File: config.mk
export PLATFORM = sky130hd
export DESIGN_NAME = aes_key_expand
export DESIGN_NICKNAME = d
export VERILOG_FILES = /design/src/aes_pkg.sv /design/src/aes_gf_inverse.sv /design/src/aes_key_expand.sv
export SDC_FILE = /design/constraint.sdc
export NUM_CORES = 2
export LEC_CHECK = 0
export BUFFER_PORTS_ARGS = -buffer_cell sky130_fd_sc_hd__buf_2
export CORE_ASPECT_RATIO = 1.75
export CORE_MARGIN = 4
export CORE_UTILIZATION = 50
export DETAILED_ROUTE_END_ITERATION = 12
export GPL_ROUTABILITY_DRIVEN = 0
export PLACE_DENSITY = 0.69
export SKIP_CTS_REPAIR_TIMING = 1
export SKIP_LAST_GASP = 1
export SYNTH_ARGS = -nofsm -noshare
export SYNTH_HDL_FRONTEND = slang
export SYNTH_SLANG_ARGS = --single-unit
export TNS_END_PERCENT = 5
File: constraint.sdc
create_clock -name clk -period 7.4 [get_ports clk]
set_input_delay 0.37 -clock clk [delete_from_list [all_inputs] [get_ports clk]]
set_output_delay 0.37 -clock clk [all_outputs]
set_load 0.02 [all_outputs]
File: src/aes_pkg.sv
// Shared types, constants and byte helpers for the AES-128 engine.
// Every RTL file refers to these by scoped name, aes_pkg::name.

package aes_pkg;

	// -------------------------------------------------------
	// widths with a meaning
	// -------------------------------------------------------
	typedef logic [31:0]  word_t;
	typedef logic [7:0]   byte_t;
	typedef logic [127:0] block_t;
	typedef logic [127:0] key_t;
	typedef logic [3:0]   round_t;
	typedef logic [3:0]   data_sel_t;
	typedef logic [1:0]   read_sel_t;

	// AES-128 only
	localparam int NUM_ROUNDS = 10;

	// bus write select codes
	localparam data_sel_t SEL_KEY_LAST   = 4'h3;
	localparam data_sel_t SEL_DATA_FIRST = 4'h8;
	localparam data_sel_t SEL_DATA_LAST  = 4'hb;

	// core control states
	typedef enum logic [1:0] {
		ST_IDLE,
		ST_ROUND,
		ST_DONE
	} core_state_t;

	// -------------------------------------------------------
	// GF(2^8) helpers, AES polynomial x^8 + x^4 + x^3 + x + 1
	// -------------------------------------------------------
	// multiply by x
	function automatic byte_t xtime(input byte_t b);
		return {b[6:0], 1'b0} ^ (b[7] ? 8'h1b : 8'h00);
	endfunction

	// S-box affine step applied after the field inverse
	function automatic byte_t fwd_affine(input byte_t b);
		byte_t r;
		for (int i = 0; i < 8; i++)
			r[i] = b[i] ^ b[(i + 4) % 8] ^ b[(i + 5) % 8] ^ b[(i + 6) % 8] ^ b[(i + 7) % 8];
		return r ^ 8'h63;
	endfunction

	// undoes fwd_affine, used ahead of the inverse for InvSubBytes
	function automatic byte_t inv_affine(input byte_t b);
		byte_t r;
		for (int i = 0; i < 8; i++)
			r[i] = b[(i + 2) % 8] ^ b[(i + 5) % 8] ^ b[(i + 7) % 8];
		return r ^ 8'h05;
	endfunction

endpackage

File: src/aes_gf_inverse.sv
// Multiplicative inverse in GF(2^8) through the composite field GF((2^4)^2).
// Pure combinational; zero maps to zero. Shared by the S-box paths.

`timescale 1ns/1ps

module aes_gf_inverse (
	input  aes_pkg::byte_t i_byte,
	output aes_pkg::byte_t o_inv
);

	// constant term of the extension polynomial y^2 + y + lambda
	localparam logic [3:0] LAMBDA = 4'he;

	// -------------------------------------------------------
	// GF(2^4) arithmetic, field polynomial x^4 + x + 1
	// -------------------------------------------------------
	function automatic logic [3:0] gf4_mul(input logic [3:0] a, input logic [3:0] b);
		logic [3:0] acc;
		logic [3:0] sh;
		acc = 4'h0;
		sh  = a;
		for (int i = 0; i < 4; i++)
		begin
			if (b[i])
				acc = acc ^ sh;
			// x^4 folds back to x + 1
			sh = {sh[2:0], 1'b0} ^ (sh[3] ? 4'h3 : 4'h0);
		end
		return acc;
	endfunction

	// squaring is linear in GF(2^4)
	function automatic logic [3:0] gf4_sq(input logic [3:0] a);
		return {a[3], a[1] ^ a[3], a[2], a[0] ^ a[2]};
	endfunction

	// a^14, gives 0 for 0
	function automatic logic [3:0] gf4_inv(input logic [3:0] a);
		logic [3:0] a2;
		logic [3:0] a4;
		logic [3:0] a8;
		a2 = gf4_sq(a);
		a4 = gf4_sq(a2);
		a8 = gf4_sq(a4);
		return gf4_mul(gf4_mul(a2, a4), a8);
	endfunction

	// -------------------------------------------------------
	// isomorphism between GF(2^8) and GF((2^4)^2)
	// -------------------------------------------------------
	// result is {high nibble, low nibble}
	function automatic logic [7:0] to_composite(input aes_pkg::byte_t a);
		logic t_a;
		logic t_b;
		logic t_c;
		logic [3:0] hi;
		logic [3:0] lo;
		t_a   = a[1] ^ a[7];
		t_b   = a[5] ^ a[7];
		t_c   = a[4] ^ a[6];
		lo[0] = t_c ^ a[0] ^ a[5];
		lo[1] = a[1] ^ a[2];
		lo[2] = t_a;
		lo[3] = a[2] ^ a[4];
		hi[0] = t_c ^ a[5];
		hi[1] = t_a ^ t_c;
		hi[2] = t_b ^ a[2] ^ a[3];
		hi[3] = t_b;
		return {hi, lo};
	endfunction

	function automatic aes_pkg::byte_t from_composite(input logic [3:0] hi, input logic [3:0] lo);
		logic t_a;
		logic t_b;
		aes_pkg::byte_t r;
		t_a  = lo[1] ^ hi[3];
		t_b  = hi[0] ^ hi[1];
		r[0] = lo[0] ^ hi[0];
		r[1] = t_b ^ hi[3];
		r[2] = t_a ^ t_b;
		r[3] = t_b ^ lo[1] ^ hi[2];
		r[4] = t_a ^ t_b ^ lo[3];
		r[5] = t_b ^ lo[2];
		r[6] = t_a ^ lo[2] ^ lo[3] ^ hi[0];
		r[7] = t_b ^ lo[2] ^ hi[3];
		return r;
	endfunction

	logic [3:0] a_hi;
	logic [3:0] a_lo;
	logic [3:0] d_inv;

	// (hi*y + lo)^-1 = hi*d*y + (hi + lo)*d
	// with d = (hi^2 * lambda + hi*lo + lo^2)^-1
	always_comb
	begin
		{a_hi, a_lo} = to_composite(i_byte);
		d_inv = gf4_inv(gf4_mul(gf4_sq(a_hi), LAMBDA) ^ gf4_mul(a_hi, a_lo) ^ gf4_sq(a_lo));
		o_inv = from_composite(gf4_mul(a_hi, d_inv), gf4_mul(a_hi ^ a_lo, d_inv));
	end

endmodule

File: src/aes_key_expand.sv
// AES-128 key schedule. i_start loads the cipher key; round keys 1 to 10 follow,
// one per clock, and all eleven stay readable by index. o_key_ready marks a full set.

`timescale 1ns/1ps

module aes_key_expand (
	input  logic             clk,
	input  logic             reset,
	input  logic             i_start,
	input  aes_pkg::key_t    i_key,
	input  aes_pkg::round_t  i_round_idx,
	output aes_pkg::key_t    o_round_key,
	output logic             o_key_ready
);

	// round key storage, index 0 holds the cipher key
	aes_pkg::key_t   round_keys [0:aes_pkg::NUM_ROUNDS];
	// most recent key written, source of the next one
	aes_pkg::key_t   prev_key;
	aes_pkg::key_t   base_key;
	aes_pkg::key_t   next_key;
	aes_pkg::byte_t  rcon;
	aes_pkg::byte_t  rcon_cur;
	aes_pkg::round_t key_idx;
	logic            busy;
	aes_pkg::word_t  rot_word;
	aes_pkg::word_t  inv_word;
	aes_pkg::word_t  sub_word;

	// ---------------------------------------------------------
	// next round key
	// ---------------------------------------------------------
	// start cycle works straight from i_key so key 1 is ready at once
	assign base_key = i_start ? i_key : prev_key;
	assign rcon_cur = i_start ? 8'h01 : rcon;

	// RotWord of the last word
	assign rot_word = {base_key[23:0], base_key[31:24]};

	// SubWord field inverses
	for (genvar g = 0; g < 4; g++)
	begin : g_subword
		aes_gf_inverse u_inv (
			.i_byte (rot_word[8*g +: 8]),
			.o_inv  (inv_word[8*g +: 8])
		);
	end

	always_comb
	begin
		for (int i = 0; i < 4; i++)
			sub_word[8*i +: 8] = aes_pkg::fwd_affine(inv_word[8*i +: 8]);
		// word chain, w0 first
		next_key[127:96] = base_key[127:96] ^ sub_word ^ {rcon_cur, 24'h000000};
		next_key[95:64]  = base_key[95:64] ^ next_key[127:96];
		next_key[63:32]  = base_key[63:32] ^ next_key[95:64];
		next_key[31:0]   = base_key[31:0] ^ next_key[63:32];
	end

	// ---------------------------------------------------------
	// schedule control
	// ---------------------------------------------------------
	always_ff @(posedge clk or posedge reset)
	begin
		if (reset)
		begin
			busy        <= 1'b0;
			key_idx     <= '0;
			rcon        <= '0;
			o_key_ready <= 1'b0;
		end
		else if (i_start)
		begin
			// keys 0 and 1 land on this edge
			busy        <= 1'b1;
			key_idx     <= 4'd2;
			rcon        <= aes_pkg::xtime(8'h01);
			o_key_ready <= 1'b0;
		end
		else if (busy)
		begin
			rcon    <= aes_pkg::xtime(rcon);
			key_idx <= key_idx + 1'b1;
			if (key_idx == aes_pkg::round_t'(aes_pkg::NUM_ROUNDS))
			begin
				busy        <= 1'b0;
				o_key_ready <= 1'b1;
			end
		end
	end

	// key storage
	always_ff @(posedge clk)
	begin
		if (i_start)
		begin
			round_keys[0] <= i_key;
			round_keys[1] <= next_key;
			prev_key      <= next_key;
		end
		else if (busy)
		begin
			round_keys[key_idx] <= next_key;
			prev_key            <= next_key;
		end
	end

	// read port for the core
	assign o_round_key = round_keys[i_round_idx];

endmodule

==> impl_metrics.yaml <==
run_status:
  outcome: "complete, but fails checks"
  violated_checks: "negative hold slack, negative setup slack"
timing:
  layout_setup_ws_ps: -57.9
  clock_tree_skew_after_final_layout_ps: 47.6
  worst-slew-pin-transition_ps: 1360
  rsz0062_at_grt: "yes"
  report.final.slew_viol_count: 0
  min_period_over_period: 1.01
  fmaxAchievable_mhz: 134
  finalCriticalPeriod_ps: 7460
  final-setup-viol-count: 14
  hold_viol_final: 1
  holdWs_ps: -10.5
  slew_headroom: 0.0879
  timing.setup.tns_ps: -443
synth:
  number_of_synthesized_register_bits: 1678
  post_synthesis_compound_gate_area_fraction: 0.0499
  synth.lib_cells_used.distinct: 118
  synth.yosys.seq_area_share: 0.654
  synthAdderAreaFrac: 0.00192
  synth-simple-area-share: 0.0536
  synth_area_in_xor_xnor: 0.0662
  dominant_combinational_cell_family_by_area_after_synthesis: "multiplexers"
  syn_inst: 4724
  post_synth_mux_area_share: 0.158
  syn-num-nets: 4870
  netlist_area_um2: 77000
  synth_area_per_cell_um2: 16.3
  yosys_most_used_dff: "edfxtp_1"
  yosys_warnings: 0
  async_reset_ff_frac: 0.00834
  edff_count_synth: 1664
clocking:
  numClockSinks: 1678
  cts.clk_slew.worst_paths_ps: 70
  clock_tree.buffer_depth: 3
  insertion_delay_ps: 780
  cts_buffers: 144
  cts_max_level: 4
  clock_tree.root_cell: "clkbuf_16"
  cts_tree: "done"
placement:
  io_buffers: 263
  dp.final_hpwl_um: 149000
  placedInstanceArea_um2: 82700
global_route:
  grt_overflow: 0
  wire_length_of_the_first_global_routing_pass_um: 323000
  antenna_found_initial: 34
  first_global_vias: 45669
  grt_use_total: 0.277
  grt_max_degree: 147
worst_setup_path:
  worstSetupEndpoint: "round_keys[0][18]"
  timing.reg2reg.worst_path_depth: 29
  cp-startpoint: "prev_key[12]"
  worst_flop_to_flop_path_startpoint: "prev_key[12]"
  end_kind: "flip-flop"
  cp-start-kind: "flip-flop"
  worst_ep_arrival_ps: 7970
  critical_path.most_common_cell: "xnor2_1"
  crit_path_top_delay_cell: "a2111oi_0"
  critical_path.max_stage_delay_ps: 490
  timing.reg2reg.setup_slack_ps: -60
  r2r_end: "round_keys[0][18]"
  crit_type: "flip-flop to flip-flop"
  crit_path_max_fanout: 14
  worst_path_required_time_ps: 7910
detailed_routing:
  ant_nets: 0
  number_of_remaining_drc_errors: 0
  via_per_inst: 6.25
  finalWirelength_um: 226000
  number_of_optimization_iterations_in_the_first_detailed_route_pass: 6
  wl_per_cell_um: 30.5
  drt_iter0_drc: 5356
  vias: 46313
finish:
  multiInputGateArea_um2: 25800
  n_fill_cell: 11575
  finalCoreUtilization: 0.577
  finish.instance_area_um2: 88300
  commonest_non_fill_non_tap_cell_in_the_layout: "edfxtp_1"
  fin_nets: 5413
  layout_common_cells: "1664 x edfxtp_1, 493 x nand2_1, 384 x mux4_2"
  layout-area-overhead-vs-synth_pct: 14.7
  sequential_cell_area_um2: 50300
  drive_above_1_share: 0.262
floorplan:
  total_die_area_um2: 161000
  start_util: 0.503
  floorplan.io_pins: 264
  die_height_um: 527
  die-width_um: 305
  placement_rows: 190
  placeableCoreArea_um2: 153000
hold_path:
  hold_path_class: "input pin to flip-flop"
flow_run:
  max_cap_violations: 0
-- per-layer routing --
metal  global-route usage  share of wire  vias up
met4                0.132          0.058       34
met2                0.468           0.50     2417
met5                    0        0.00089        -
met1                0.342           0.36    23732
li1                     -              -    19584
met3               0.0603          0.087      546
-- critical path: cells and delay by family (launching register included) --
family	cells	cell delay (ps)
flip-flops	1	450
buffers and inverters	7	1140
XOR/XNOR	9	2160
multiplexers	1	310
adder cells (fa/ha/maj)	1	360
AND/OR/NAND/NOR	4	450
AO/OA/AOI/OAI	7	2280
-- cells in the mapped netlist, types with 8 or more instances --
cell type,count,area share
nor2_1,153,0.0075
a22oi_1,10,0.00098
buf_2,36,0.0023
o21ai_1,12,0.00078
mux2i_2,8,0.0014
o211ai_1,21,0.0020
nor3_1,50,0.0033
edfxtp_1,1664,0.65
a21oi_1,80,0.0052
mux4_2,384,0.11
a31oi_1,17,0.0014
nor2b_1,13,0.0011
nor3b_1,9,0.00088
o31ai_1,11,0.0011
o221ai_1,9,0.0010
mux2_2,42,0.0061
xnor2_2,30,0.0063
mux2i_1,274,0.036
nor4_1,15,0.0012
nand2_1,496,0.024
inv_1,31,0.0015
a211oi_1,30,0.0029
dfrtp_1,14,0.0046
xor2_1,114,0.013
ha_1,11,0.0018
nand2b_1,13,0.0011
xnor2_1,319,0.036
o21ai_0,234,0.015
and2_1,17,0.0014
a32oi_1,10,0.0011
buf_6,9,0.0013
a21o_1,8,0.00078
nand3_1,62,0.0040
and3_1,18,0.0015
or3_1,15,0.0012
o32ai_1,10,0.0011
buf_1,70,0.0034
clkbuf_1,148,0.0072
a221oi_1,8,0.00091
nand4_1,21,0.0017
o22ai_1,14,0.0011
xnor3_1,20,0.0059
-- cell families (layout without fill, tap and decap cells) --
kind of cell               count (synthesis)  count (layout)
other                                      0              10
adders and majority gates                 12              12
buffers and inverters                    304             965
xor gates and xnor gates                 500             501
and+or+nand+nor                          926             926
AOI/OAI and AO/OA                        587             587
muxes                                    717             717
DFF                                     1678            1678
-- cell type report --
type	count	area share
diodes	10	0.000283
multi-input cells	2743	0.292
flip-flops and latches	1678	0.570
clock buffers	176	0.0432
well taps	2016	0.0286
repair buffers	666	0.0540
inverters	34	0.00147
clock inverters	89	0.00995
-- sequential cells by signal (all words and copies together) (netlist names) --
name and count:
prev_key 128, busy 1, o_key_ready 1, round_keys 1536, key_idx 4, rcon 8
-- how the worst min path moves through the flow --
stage,start,to,slack (ps),cells after the start
final,i_key[74],round_keys[0][74],-10,3
after global routing,i_key[38],round_keys[0][38],1,3
after CTS,reset,o_key_ready,-320,2
after detailed placement,o_key_ready,o_key_ready,490,1
after global placement,o_key_ready,o_key_ready,490,1
after floorplan,reset,busy,260,1
-- through the flow --
stage	setup WS (ps)	std cells
2_1_floorplan	-217	4724
3_3_place_gp	-497	7072
3_5_place_dp	-380	7072
4_1_cts	-285	7337
5_1_grt	-375	7407
6_report	-57.9	7412
Power is not shown: default switching activity piles up to over one toggle a cycle in this logic, so the estimate is an artifact.
