### src/aes_pkg.sv
// Shared types, constants and byte helpers for the AES-128 engine.
// Every RTL file refers to these by scoped name, aes_pkg::name.

package aes_pkg;

	// -------------------------------------------------------
	// widths with a meaning
	// -------------------------------------------------------
	typedef logic [31:0]  word_t;
	typedef logic [7:0]   byte_t;
	typedef logic [127:0] block_t;
	typedef logic [127:0] key_t;
	typedef logic [3:0]   round_t;
	typedef logic [3:0]   data_sel_t;
	typedef logic [1:0]   read_sel_t;

	// AES-128 only
	localparam int NUM_ROUNDS = 10;

	// bus write select codes
	localparam data_sel_t SEL_KEY_LAST   = 4'h3;
	localparam data_sel_t SEL_DATA_FIRST = 4'h8;
	localparam data_sel_t SEL_DATA_LAST  = 4'hb;

	// core control states
	typedef enum logic [1:0] {
		ST_IDLE,
		ST_ROUND,
		ST_DONE
	} core_state_t;

	// -------------------------------------------------------
	// GF(2^8) helpers, AES polynomial x^8 + x^4 + x^3 + x + 1
	// -------------------------------------------------------
	// multiply by x
	function automatic byte_t xtime(input byte_t b);
		return {b[6:0], 1'b0} ^ (b[7] ? 8'h1b : 8'h00);
	endfunction

	// S-box affine step applied after the field inverse
	function automatic byte_t fwd_affine(input byte_t b);
		byte_t r;
		for (int i = 0; i < 8; i++)
			r[i] = b[i] ^ b[(i + 4) % 8] ^ b[(i + 5) % 8] ^ b[(i + 6) % 8] ^ b[(i + 7) % 8];
		return r ^ 8'h63;
	endfunction

	// undoes fwd_affine, used ahead of the inverse for InvSubBytes
	function automatic byte_t inv_affine(input byte_t b);
		byte_t r;
		for (int i = 0; i < 8; i++)
			r[i] = b[(i + 2) % 8] ^ b[(i + 5) % 8] ^ b[(i + 7) % 8];
		return r ^ 8'h05;
	endfunction

endpackage

### src/aes_core.sv
// Iterative AES-128 datapath control, one round per clock.
// Accepts a block when idle with a full key set; the result comes 11 cycles later.
// i_enc_dec high selects decryption, low encryption.

`timescale 1ns/1ps

module aes_core (
	input  logic             clk,
	input  logic             reset,
	input  logic             i_enable,
	input  logic             i_enc_dec,
	input  logic             i_data_valid,
	input  aes_pkg::block_t  i_data,
	input  logic             i_key_ready,
	input  aes_pkg::key_t    i_round_key,
	output aes_pkg::round_t  o_round_idx,
	output logic             o_ready,
	output aes_pkg::block_t  o_data,
	output logic             o_data_valid
);

	aes_pkg::core_state_t fsm;
	aes_pkg::round_t      round_cnt;
	// direction of the block in flight
	logic                 decrypt;
	aes_pkg::block_t      state_q;
	aes_pkg::block_t      round_out;
	logic                 last_round;
	logic                 accept;
	logic                 step;

	// done lasts one cycle and may already take the next block
	assign o_ready      = (fsm != aes_pkg::ST_ROUND);
	assign o_data_valid = (fsm == aes_pkg::ST_DONE);
	assign accept       = o_ready && i_data_valid && i_key_ready;
	assign step         = (fsm == aes_pkg::ST_ROUND) && i_enable;

	// encryption counts 1 to 10, decryption 9 down to 0
	assign last_round = decrypt ? (round_cnt == '0)
		: (round_cnt == aes_pkg::round_t'(aes_pkg::NUM_ROUNDS));

	// ---------------------------------------------------------
	// round key index
	// ---------------------------------------------------------
	// outside the rounds, point at the whitening key for the next block
	always_comb
	begin
		if (fsm == aes_pkg::ST_ROUND)
			o_round_idx = round_cnt;
		else if (i_enc_dec)
			o_round_idx = aes_pkg::round_t'(aes_pkg::NUM_ROUNDS);
		else
			o_round_idx = '0;
	end

	aes_round u_round (
		.i_state     (state_q),
		.i_round_key (i_round_key),
		.i_decrypt   (decrypt),
		.i_last      (last_round),
		.o_state     (round_out)
	);

	// ---------------------------------------------------------
	// control FSM
	// ---------------------------------------------------------
	always_ff @(posedge clk or posedge reset)
	begin
		if (reset)
		begin
			fsm       <= aes_pkg::ST_IDLE;
			round_cnt <= '0;
			decrypt   <= 1'b0;
		end
		else
		begin
			case (fsm)
				aes_pkg::ST_IDLE,
				aes_pkg::ST_DONE:
				begin
					if (accept)
					begin
						decrypt   <= i_enc_dec;
						round_cnt <= i_enc_dec ? aes_pkg::round_t'(aes_pkg::NUM_ROUNDS - 1)
							: aes_pkg::round_t'(1);
						fsm       <= aes_pkg::ST_ROUND;
					end
					else
						fsm <= aes_pkg::ST_IDLE;
				end
				aes_pkg::ST_ROUND:
				begin
					// i_enable low holds everything in place
					if (i_enable)
					begin
						if (last_round)
							fsm <= aes_pkg::ST_DONE;
						else if (decrypt)
							round_cnt <= round_cnt - 1'b1;
						else
							round_cnt <= round_cnt + 1'b1;
					end
				end
				default:
					fsm <= aes_pkg::ST_IDLE;
			endcase
		end
	end

	// ---------------------------------------------------------
	// state and result registers
	// ---------------------------------------------------------
	always_ff @(posedge clk)
	begin
		// initial AddRoundKey on acceptance
		if (accept)
			state_q <= i_data ^ i_round_key;
		else if (step)
			state_q <= round_out;
		// result holds until the next block finishes
		if (step && last_round)
			o_data <= round_out;
	end

endmodule

### src/aes_gf_inverse.sv
// Multiplicative inverse in GF(2^8) through the composite field GF((2^4)^2).
// Pure combinational; zero maps to zero. Shared by the S-box paths.

`timescale 1ns/1ps

module aes_gf_inverse (
	input  aes_pkg::byte_t i_byte,
	output aes_pkg::byte_t o_inv
);

	// constant term of the extension polynomial y^2 + y + lambda
	localparam logic [3:0] LAMBDA = 4'he;

	// -------------------------------------------------------
	// GF(2^4) arithmetic, field polynomial x^4 + x + 1
	// -------------------------------------------------------
	function automatic logic [3:0] gf4_mul(input logic [3:0] a, input logic [3:0] b);
		logic [3:0] acc;
		logic [3:0] sh;
		acc = 4'h0;
		sh  = a;
		for (int i = 0; i < 4; i++)
		begin
			if (b[i])
				acc = acc ^ sh;
			// x^4 folds back to x + 1
			sh = {sh[2:0], 1'b0} ^ (sh[3] ? 4'h3 : 4'h0);
		end
		return acc;
	endfunction

	// squaring is linear in GF(2^4)
	function automatic logic [3:0] gf4_sq(input logic [3:0] a);
		return {a[3], a[1] ^ a[3], a[2], a[0] ^ a[2]};
	endfunction

	// a^14, gives 0 for 0
	function automatic logic [3:0] gf4_inv(input logic [3:0] a);
		logic [3:0] a2;
		logic [3:0] a4;
		logic [3:0] a8;
		a2 = gf4_sq(a);
		a4 = gf4_sq(a2);
		a8 = gf4_sq(a4);
		return gf4_mul(gf4_mul(a2, a4), a8);
	endfunction

	// -------------------------------------------------------
	// isomorphism between GF(2^8) and GF((2^4)^2)
	// -------------------------------------------------------
	// result is {high nibble, low nibble}
	function automatic logic [7:0] to_composite(input aes_pkg::byte_t a);
		logic t_a;
		logic t_b;
		logic t_c;
		logic [3:0] hi;
		logic [3:0] lo;
		t_a   = a[1] ^ a[7];
		t_b   = a[5] ^ a[7];
		t_c   = a[4] ^ a[6];
		lo[0] = t_c ^ a[0] ^ a[5];
		lo[1] = a[1] ^ a[2];
		lo[2] = t_a;
		lo[3] = a[2] ^ a[4];
		hi[0] = t_c ^ a[5];
		hi[1] = t_a ^ t_c;
		hi[2] = t_b ^ a[2] ^ a[3];
		hi[3] = t_b;
		return {hi, lo};
	endfunction

	function automatic aes_pkg::byte_t from_composite(input logic [3:0] hi, input logic [3:0] lo);
		logic t_a;
		logic t_b;
		aes_pkg::byte_t r;
		t_a  = lo[1] ^ hi[3];
		t_b  = hi[0] ^ hi[1];
		r[0] = lo[0] ^ hi[0];
		r[1] = t_b ^ hi[3];
		r[2] = t_a ^ t_b;
		r[3] = t_b ^ lo[1] ^ hi[2];
		r[4] = t_a ^ t_b ^ lo[3];
		r[5] = t_b ^ lo[2];
		r[6] = t_a ^ lo[2] ^ lo[3] ^ hi[0];
		r[7] = t_b ^ lo[2] ^ hi[3];
		return r;
	endfunction

	logic [3:0] a_hi;
	logic [3:0] a_lo;
	logic [3:0] d_inv;

	// (hi*y + lo)^-1 = hi*d*y + (hi + lo)*d
	// with d = (hi^2 * lambda + hi*lo + lo^2)^-1
	always_comb
	begin
		{a_hi, a_lo} = to_composite(i_byte);
		d_inv = gf4_inv(gf4_mul(gf4_sq(a_hi), LAMBDA) ^ gf4_mul(a_hi, a_lo) ^ gf4_sq(a_lo));
		o_inv = from_composite(gf4_mul(a_hi, d_inv), gf4_mul(a_hi ^ a_lo, d_inv));
	end

endmodule

### src/aes_round.sv
// One AES round on a 128-bit state, encryption or inverse cipher order.
// i_last drops (Inv)MixColumns for the final round. Fully combinational.

`timescale 1ns/1ps

module aes_round (
	input  aes_pkg::block_t i_state,
	input  aes_pkg::key_t   i_round_key,
	input  logic            i_decrypt,
	input  logic            i_last,
	output aes_pkg::block_t o_state
);

	// byte k of the state sits at bits 127-8k down, column-major

	// MixColumns of one column, row 0 in the top byte
	function automatic aes_pkg::word_t mix_col(input aes_pkg::word_t col);
		aes_pkg::byte_t a [4];
		aes_pkg::byte_t t;
		aes_pkg::word_t r;
		for (int i = 0; i < 4; i++)
			a[i] = col[31-8*i -: 8];
		t = a[0] ^ a[1] ^ a[2] ^ a[3];
		// b_i = a_i + t + 2(a_i + a_i+1)
		for (int i = 0; i < 4; i++)
			r[31-8*i -: 8] = a[i] ^ t ^ aes_pkg::xtime(a[i] ^ a[(i + 1) % 4]);
		return r;
	endfunction

	// InvMixColumns as a {05,00,04,00} premultiply then MixColumns
	function automatic aes_pkg::word_t inv_mix_col(input aes_pkg::word_t col);
		aes_pkg::byte_t a [4];
		aes_pkg::byte_t u;
		aes_pkg::byte_t v;
		for (int i = 0; i < 4; i++)
			a[i] = col[31-8*i -: 8];
		u = aes_pkg::xtime(aes_pkg::xtime(a[0] ^ a[2]));
		v = aes_pkg::xtime(aes_pkg::xtime(a[1] ^ a[3]));
		return mix_col({a[0] ^ u, a[1] ^ v, a[2] ^ u, a[3] ^ v});
	endfunction

	aes_pkg::block_t inv_in;
	aes_pkg::block_t inv_out;
	aes_pkg::block_t sub;
	aes_pkg::block_t shifted;
	aes_pkg::block_t pre_mix;
	aes_pkg::block_t mixed;

	// ---------------------------------------------------------
	// (Inv)SubBytes
	// ---------------------------------------------------------
	// one inverter per byte serves both directions
	always_comb
	begin
		for (int k = 0; k < 16; k++)
		begin
			if (i_decrypt)
				inv_in[127-8*k -: 8] = aes_pkg::inv_affine(i_state[127-8*k -: 8]);
			else
				inv_in[127-8*k -: 8] = i_state[127-8*k -: 8];
		end
	end

	for (genvar g = 0; g < 16; g++)
	begin : g_sbox
		aes_gf_inverse u_inv (
			.i_byte (inv_in[127-8*g -: 8]),
			.o_inv  (inv_out[127-8*g -: 8])
		);
	end

	always_comb
	begin
		for (int k = 0; k < 16; k++)
		begin
			if (i_decrypt)
				sub[127-8*k -: 8] = inv_out[127-8*k -: 8];
			else
				sub[127-8*k -: 8] = aes_pkg::fwd_affine(inv_out[127-8*k -: 8]);
		end
	end

	// ---------------------------------------------------------
	// (Inv)ShiftRows
	// ---------------------------------------------------------
	// bytewise substitution commutes with the row shift,
	// so decryption may substitute first
	always_comb
	begin
		int src_c;
		for (int c = 0; c < 4; c++)
		begin
			for (int r = 0; r < 4; r++)
			begin
				// row r rotates left by r, or right for decryption
				if (i_decrypt)
					src_c = (c + 4 - r) % 4;
				else
					src_c = (c + r) % 4;
				shifted[127-8*(r+4*c) -: 8] = sub[127-8*(r+4*src_c) -: 8];
			end
		end
	end

	// ---------------------------------------------------------
	// mixing and round key
	// ---------------------------------------------------------
	always_comb
	begin
		// inverse cipher adds the key before InvMixColumns
		if (i_decrypt)
			pre_mix = shifted ^ i_round_key;
		else
			pre_mix = shifted;
		for (int c = 0; c < 4; c++)
		begin
			if (i_last)
				mixed[127-32*c -: 32] = pre_mix[127-32*c -: 32];
			else if (i_decrypt)
				mixed[127-32*c -: 32] = inv_mix_col(pre_mix[127-32*c -: 32]);
			else
				mixed[127-32*c -: 32] = mix_col(pre_mix[127-32*c -: 32]);
		end
		o_state = i_decrypt ? mixed : (mixed ^ i_round_key);
	end

endmodule
### config.mk
export PLATFORM = sky130hd
export DESIGN_NAME = aes_core
export DESIGN_NICKNAME = d
export VERILOG_FILES = /design/src/aes_pkg.sv /design/src/aes_core.sv /design/src/aes_gf_inverse.sv /design/src/aes_round.sv
export SDC_FILE = /design/constraint.sdc
export NUM_CORES = 2
export LEC_CHECK = 0
export BUFFER_PORTS_ARGS = -buffer_cell sky130_fd_sc_hd__buf_2
export CAP_MARGIN = 30
export CORE_ASPECT_RATIO = 0.8
export CORE_MARGIN = 10
export CORE_UTILIZATION = 40
export CTS_CLUSTER_DIAMETER = 150
export DETAILED_ROUTE_END_ITERATION = 8
export GPL_ROUTABILITY_DRIVEN = 0
export HOLD_SLACK_MARGIN = 0.02
export PLACE_DENSITY = 0.66
export SLEW_MARGIN = 0
export SYNTH_ARGS = -nofsm -noshare
export SYNTH_HDL_FRONTEND = slang
export SYNTH_HIERARCHICAL = 1
export SYNTH_SLANG_ARGS = --single-unit
### constraint.sdc
create_clock -name clk -period 11.15 [get_ports clk]
set_clock_uncertainty 0.2 [all_clocks]
set_input_delay 2.23 -clock clk [delete_from_list [all_inputs] [get_ports clk]]
set_output_delay 2.23 -clock clk [all_outputs]
set_load 0.05 [all_outputs]
==> flow_summary.ini <==
[global_routing]
grt_pass1_wl_um = 484000
grtUsageMet3_pct = 4.91
antenna_found_initial = 34
grt_max_degree = 112
overflow = 0
grt_use_total_pct = 26.2
gr-usage-met2_pct = 39.7
grt.met1_usage_pct = 35.0
top_usage_layer = met2
grt_pass1_vias = 79300

[logic_synthesis]
yosysTopAreaCellShare_pct = 18.8
synth_common_cells = xnor2_1, nor2_1, a21oi_1, nand2_1, xor2_1
synth-edff-count = 256
synthCells = 10400
synth.distinct_cells = 110
synth-seq-cells = 263
synth.area.top_cells = xnor2_1, edfxtp_1, xor2_1
syn_avg_cell_area_um2 = 8.01
synth_async_sr_flop_share_pct = 2.66
syn_nets = 10700
yosysMostFrequentCell = xnor2_1
yosys_warnings = 6
seq_area_frac_synth_pct = 9.45
synth_top_flop_cell = edfxtp_1
syn-cell-area_um2 = 83200
synth_top_area_cell = xnor2_1

[critical_path]
slowest_stage = dfrtp_4
reg2regPathDepth = 33
cp-end-kind = flop
critPathTopFamily = XOR/XNOR gates
rr_startpoint = decrypt$_DFFE_PP0P_
cp.required_ns = 11.33
r2r_end = state_q[18]$_DFFE_PP_
slowest_delay_ns = 0.62
crit_path_start_kind = flop
rrSetupSlack_ns = 0.34
worstPathArrival_ns = 10.99
crit_top_cell = xnor2_1
crit_buf_inv = 5
path_max_fanout = 39
crit_type = reg2reg

[cells_and_area]
post-route-util_pct = 44.2
area_growth_pct = 9.66
nets = 10900
drive_gt1_share_pct = 17.4
fin_area_um2 = 91200

[clock_tree]
clockRootBuffer = clkbuf_16
clk_pin_slew_ns = 0.06
cts_buffer_depth = 3
cts_buffers = 43
clk-insertion-delay-late_ns = 0.65
cts_tree = done
cts_sinks = 263
htreeDepth = 2

[placement]
placed_area_um2 = 88900
place_hpwl_um = 250000
io_buffer_count = 395
pre_cts_slack_ns = -0.120

[status]
violations = design-rule violations
status = complete, but fails checks

[sta]
finalSetupViolCount = 0
tightest_slew_ns = 1.10
period_share_pct = 97.0
hold_ws_ns = 0.439
min_period_ns = 10.81
maxSlewHeadroom_pct = 25.9
finalMaxSlewViolations = 0
fmax_mhz = 92.5
hold_violations = 0
worst_slack_ns = 0.340
rsz0062_at_grt = yes

[route]
routedWlPerCell_um = 24.0
wl_um = 321000
final_antenna_net_count = 0
viasPerCell = 6.46
drtPass1Iterations = 9
drc = 6
num_vias = 86400
drt_iter0_drc = 11700

[worst_hold_path]
min_path_type = reg2reg
holdPathEnd = round_cnt[1]$_DFFE_PP0P_
hold_depth = 2
hp-start = fsm[0]$_DFFE_PP0P_

[die]
coreArea_um2 = 207000
io_pins = 396
die_x_um = 530
rows = 149
fp.dieH_um = 428
die-area_um2 = 227000
start_util_pct = 40.3

[run]
drv_cap = 0
how the worst max path moves through the flow:
stage | from | endpoint | slack (ns) | cells after the start
6_report | decrypt$_DFFE_PP0P_ | state_q[18]$_DFFE_PP_ | 0.34 | 33
5_1_grt | decrypt$_DFFE_PP0P_ | state_q[14]$_DFFE_PP_ | -0.1 | 32
4_1_cts | decrypt$_DFFE_PP0P_ | state_q[68]$_DFFE_PP_ | 0.008 | 31
3_5_place_dp | decrypt$_DFFE_PP0P_ | state_q[15]$_DFFE_PP_ | -0.12 | 31
3_3_place_gp | decrypt$_DFFE_PP0P_ | state_q[15]$_DFFE_PP_ | -0.01 | 31
2_1_floorplan | decrypt$_DFFE_PP0P_ | state_q[91]$_DFFE_PP_ | -0.002 | 45
per-stage QoR:
stage	TNS (ns)	cells
global route	-0.341	13400
floorplan	-0.00188	10400
global placement	-0.0145	13300
CTS	0	13300
finish	0	13400
detailed placement	-0.120	13300
worst min-delay path, stage by stage (launching register included):
cell,delay (ns)
dfrtp_1,0.38
o221ai_1,0.14
o21ai_1,0.08
registers in the layout, indices dropped and copies added, names as in the netlist:
signal     count
round_cnt      4
fsm            2
state_q      128
decrypt        1
o_data       128
cells in the final DEF (no fill, tap or decap), drive strengths merged, types with 143 or more instances in the layout:
| master | count |
|---|---|
| o21ai | 457 |
| a31oi | 168 |
| xor2 | 567 |
| edfxtp | 256 |
| a211oi | 210 |
| nor2 | 931 |
| o211ai | 225 |
| buf | 942 |
| nand4 | 145 |
| nand3 | 297 |
| nor4 | 192 |
| mux2i | 143 |
| nand2 | 669 |
| nor3 | 267 |
| a21oi | 718 |
| xnor2 | 1894 |
| xnor3 | 190 |
cell families after synthesis:
group | count (synthesis) | share of synthesized area (%)
AO/OA/AOI/OAI | 3047 | 27.1
XOR/XNOR | 2703 | 33.7
adder cells (fa/ha/maj) | 19 | 0.295
buffers and inverters | 885 | 5.57
flip-flops | 263 | 9.45
multiplexers | 298 | 4.37
AND/OR/NAND/NOR | 3173 | 19.5
layout make-up:
type,instances,area (um2)
inverters,118,469
multi-input cells,9240,71800
clock buffers,46,1130
clock inverters,30,330
well taps,2718,3400
repair buffers,942,6160
diodes,18,45.0
fillers,20200,115000
flip-flops and latches,263,7870
routing by layer:
layer  wire, um  vias up
li1           -    39200
met1     129000    41000
met4      20500        8
met3      32400      838
met5         52        -
met2     139000     5304
what timing repair did:
item	4_1_cts	5_1_grt
gates cloned	0	0
gates resized for setup	2	120
hold buffers	0	0
setup endpoints to repair	4	208
setup buffers	0	11
pin swaps	0	10
Power is not shown: default switching activity piles up to over one toggle a cycle in this logic, so the estimate is an artifact.
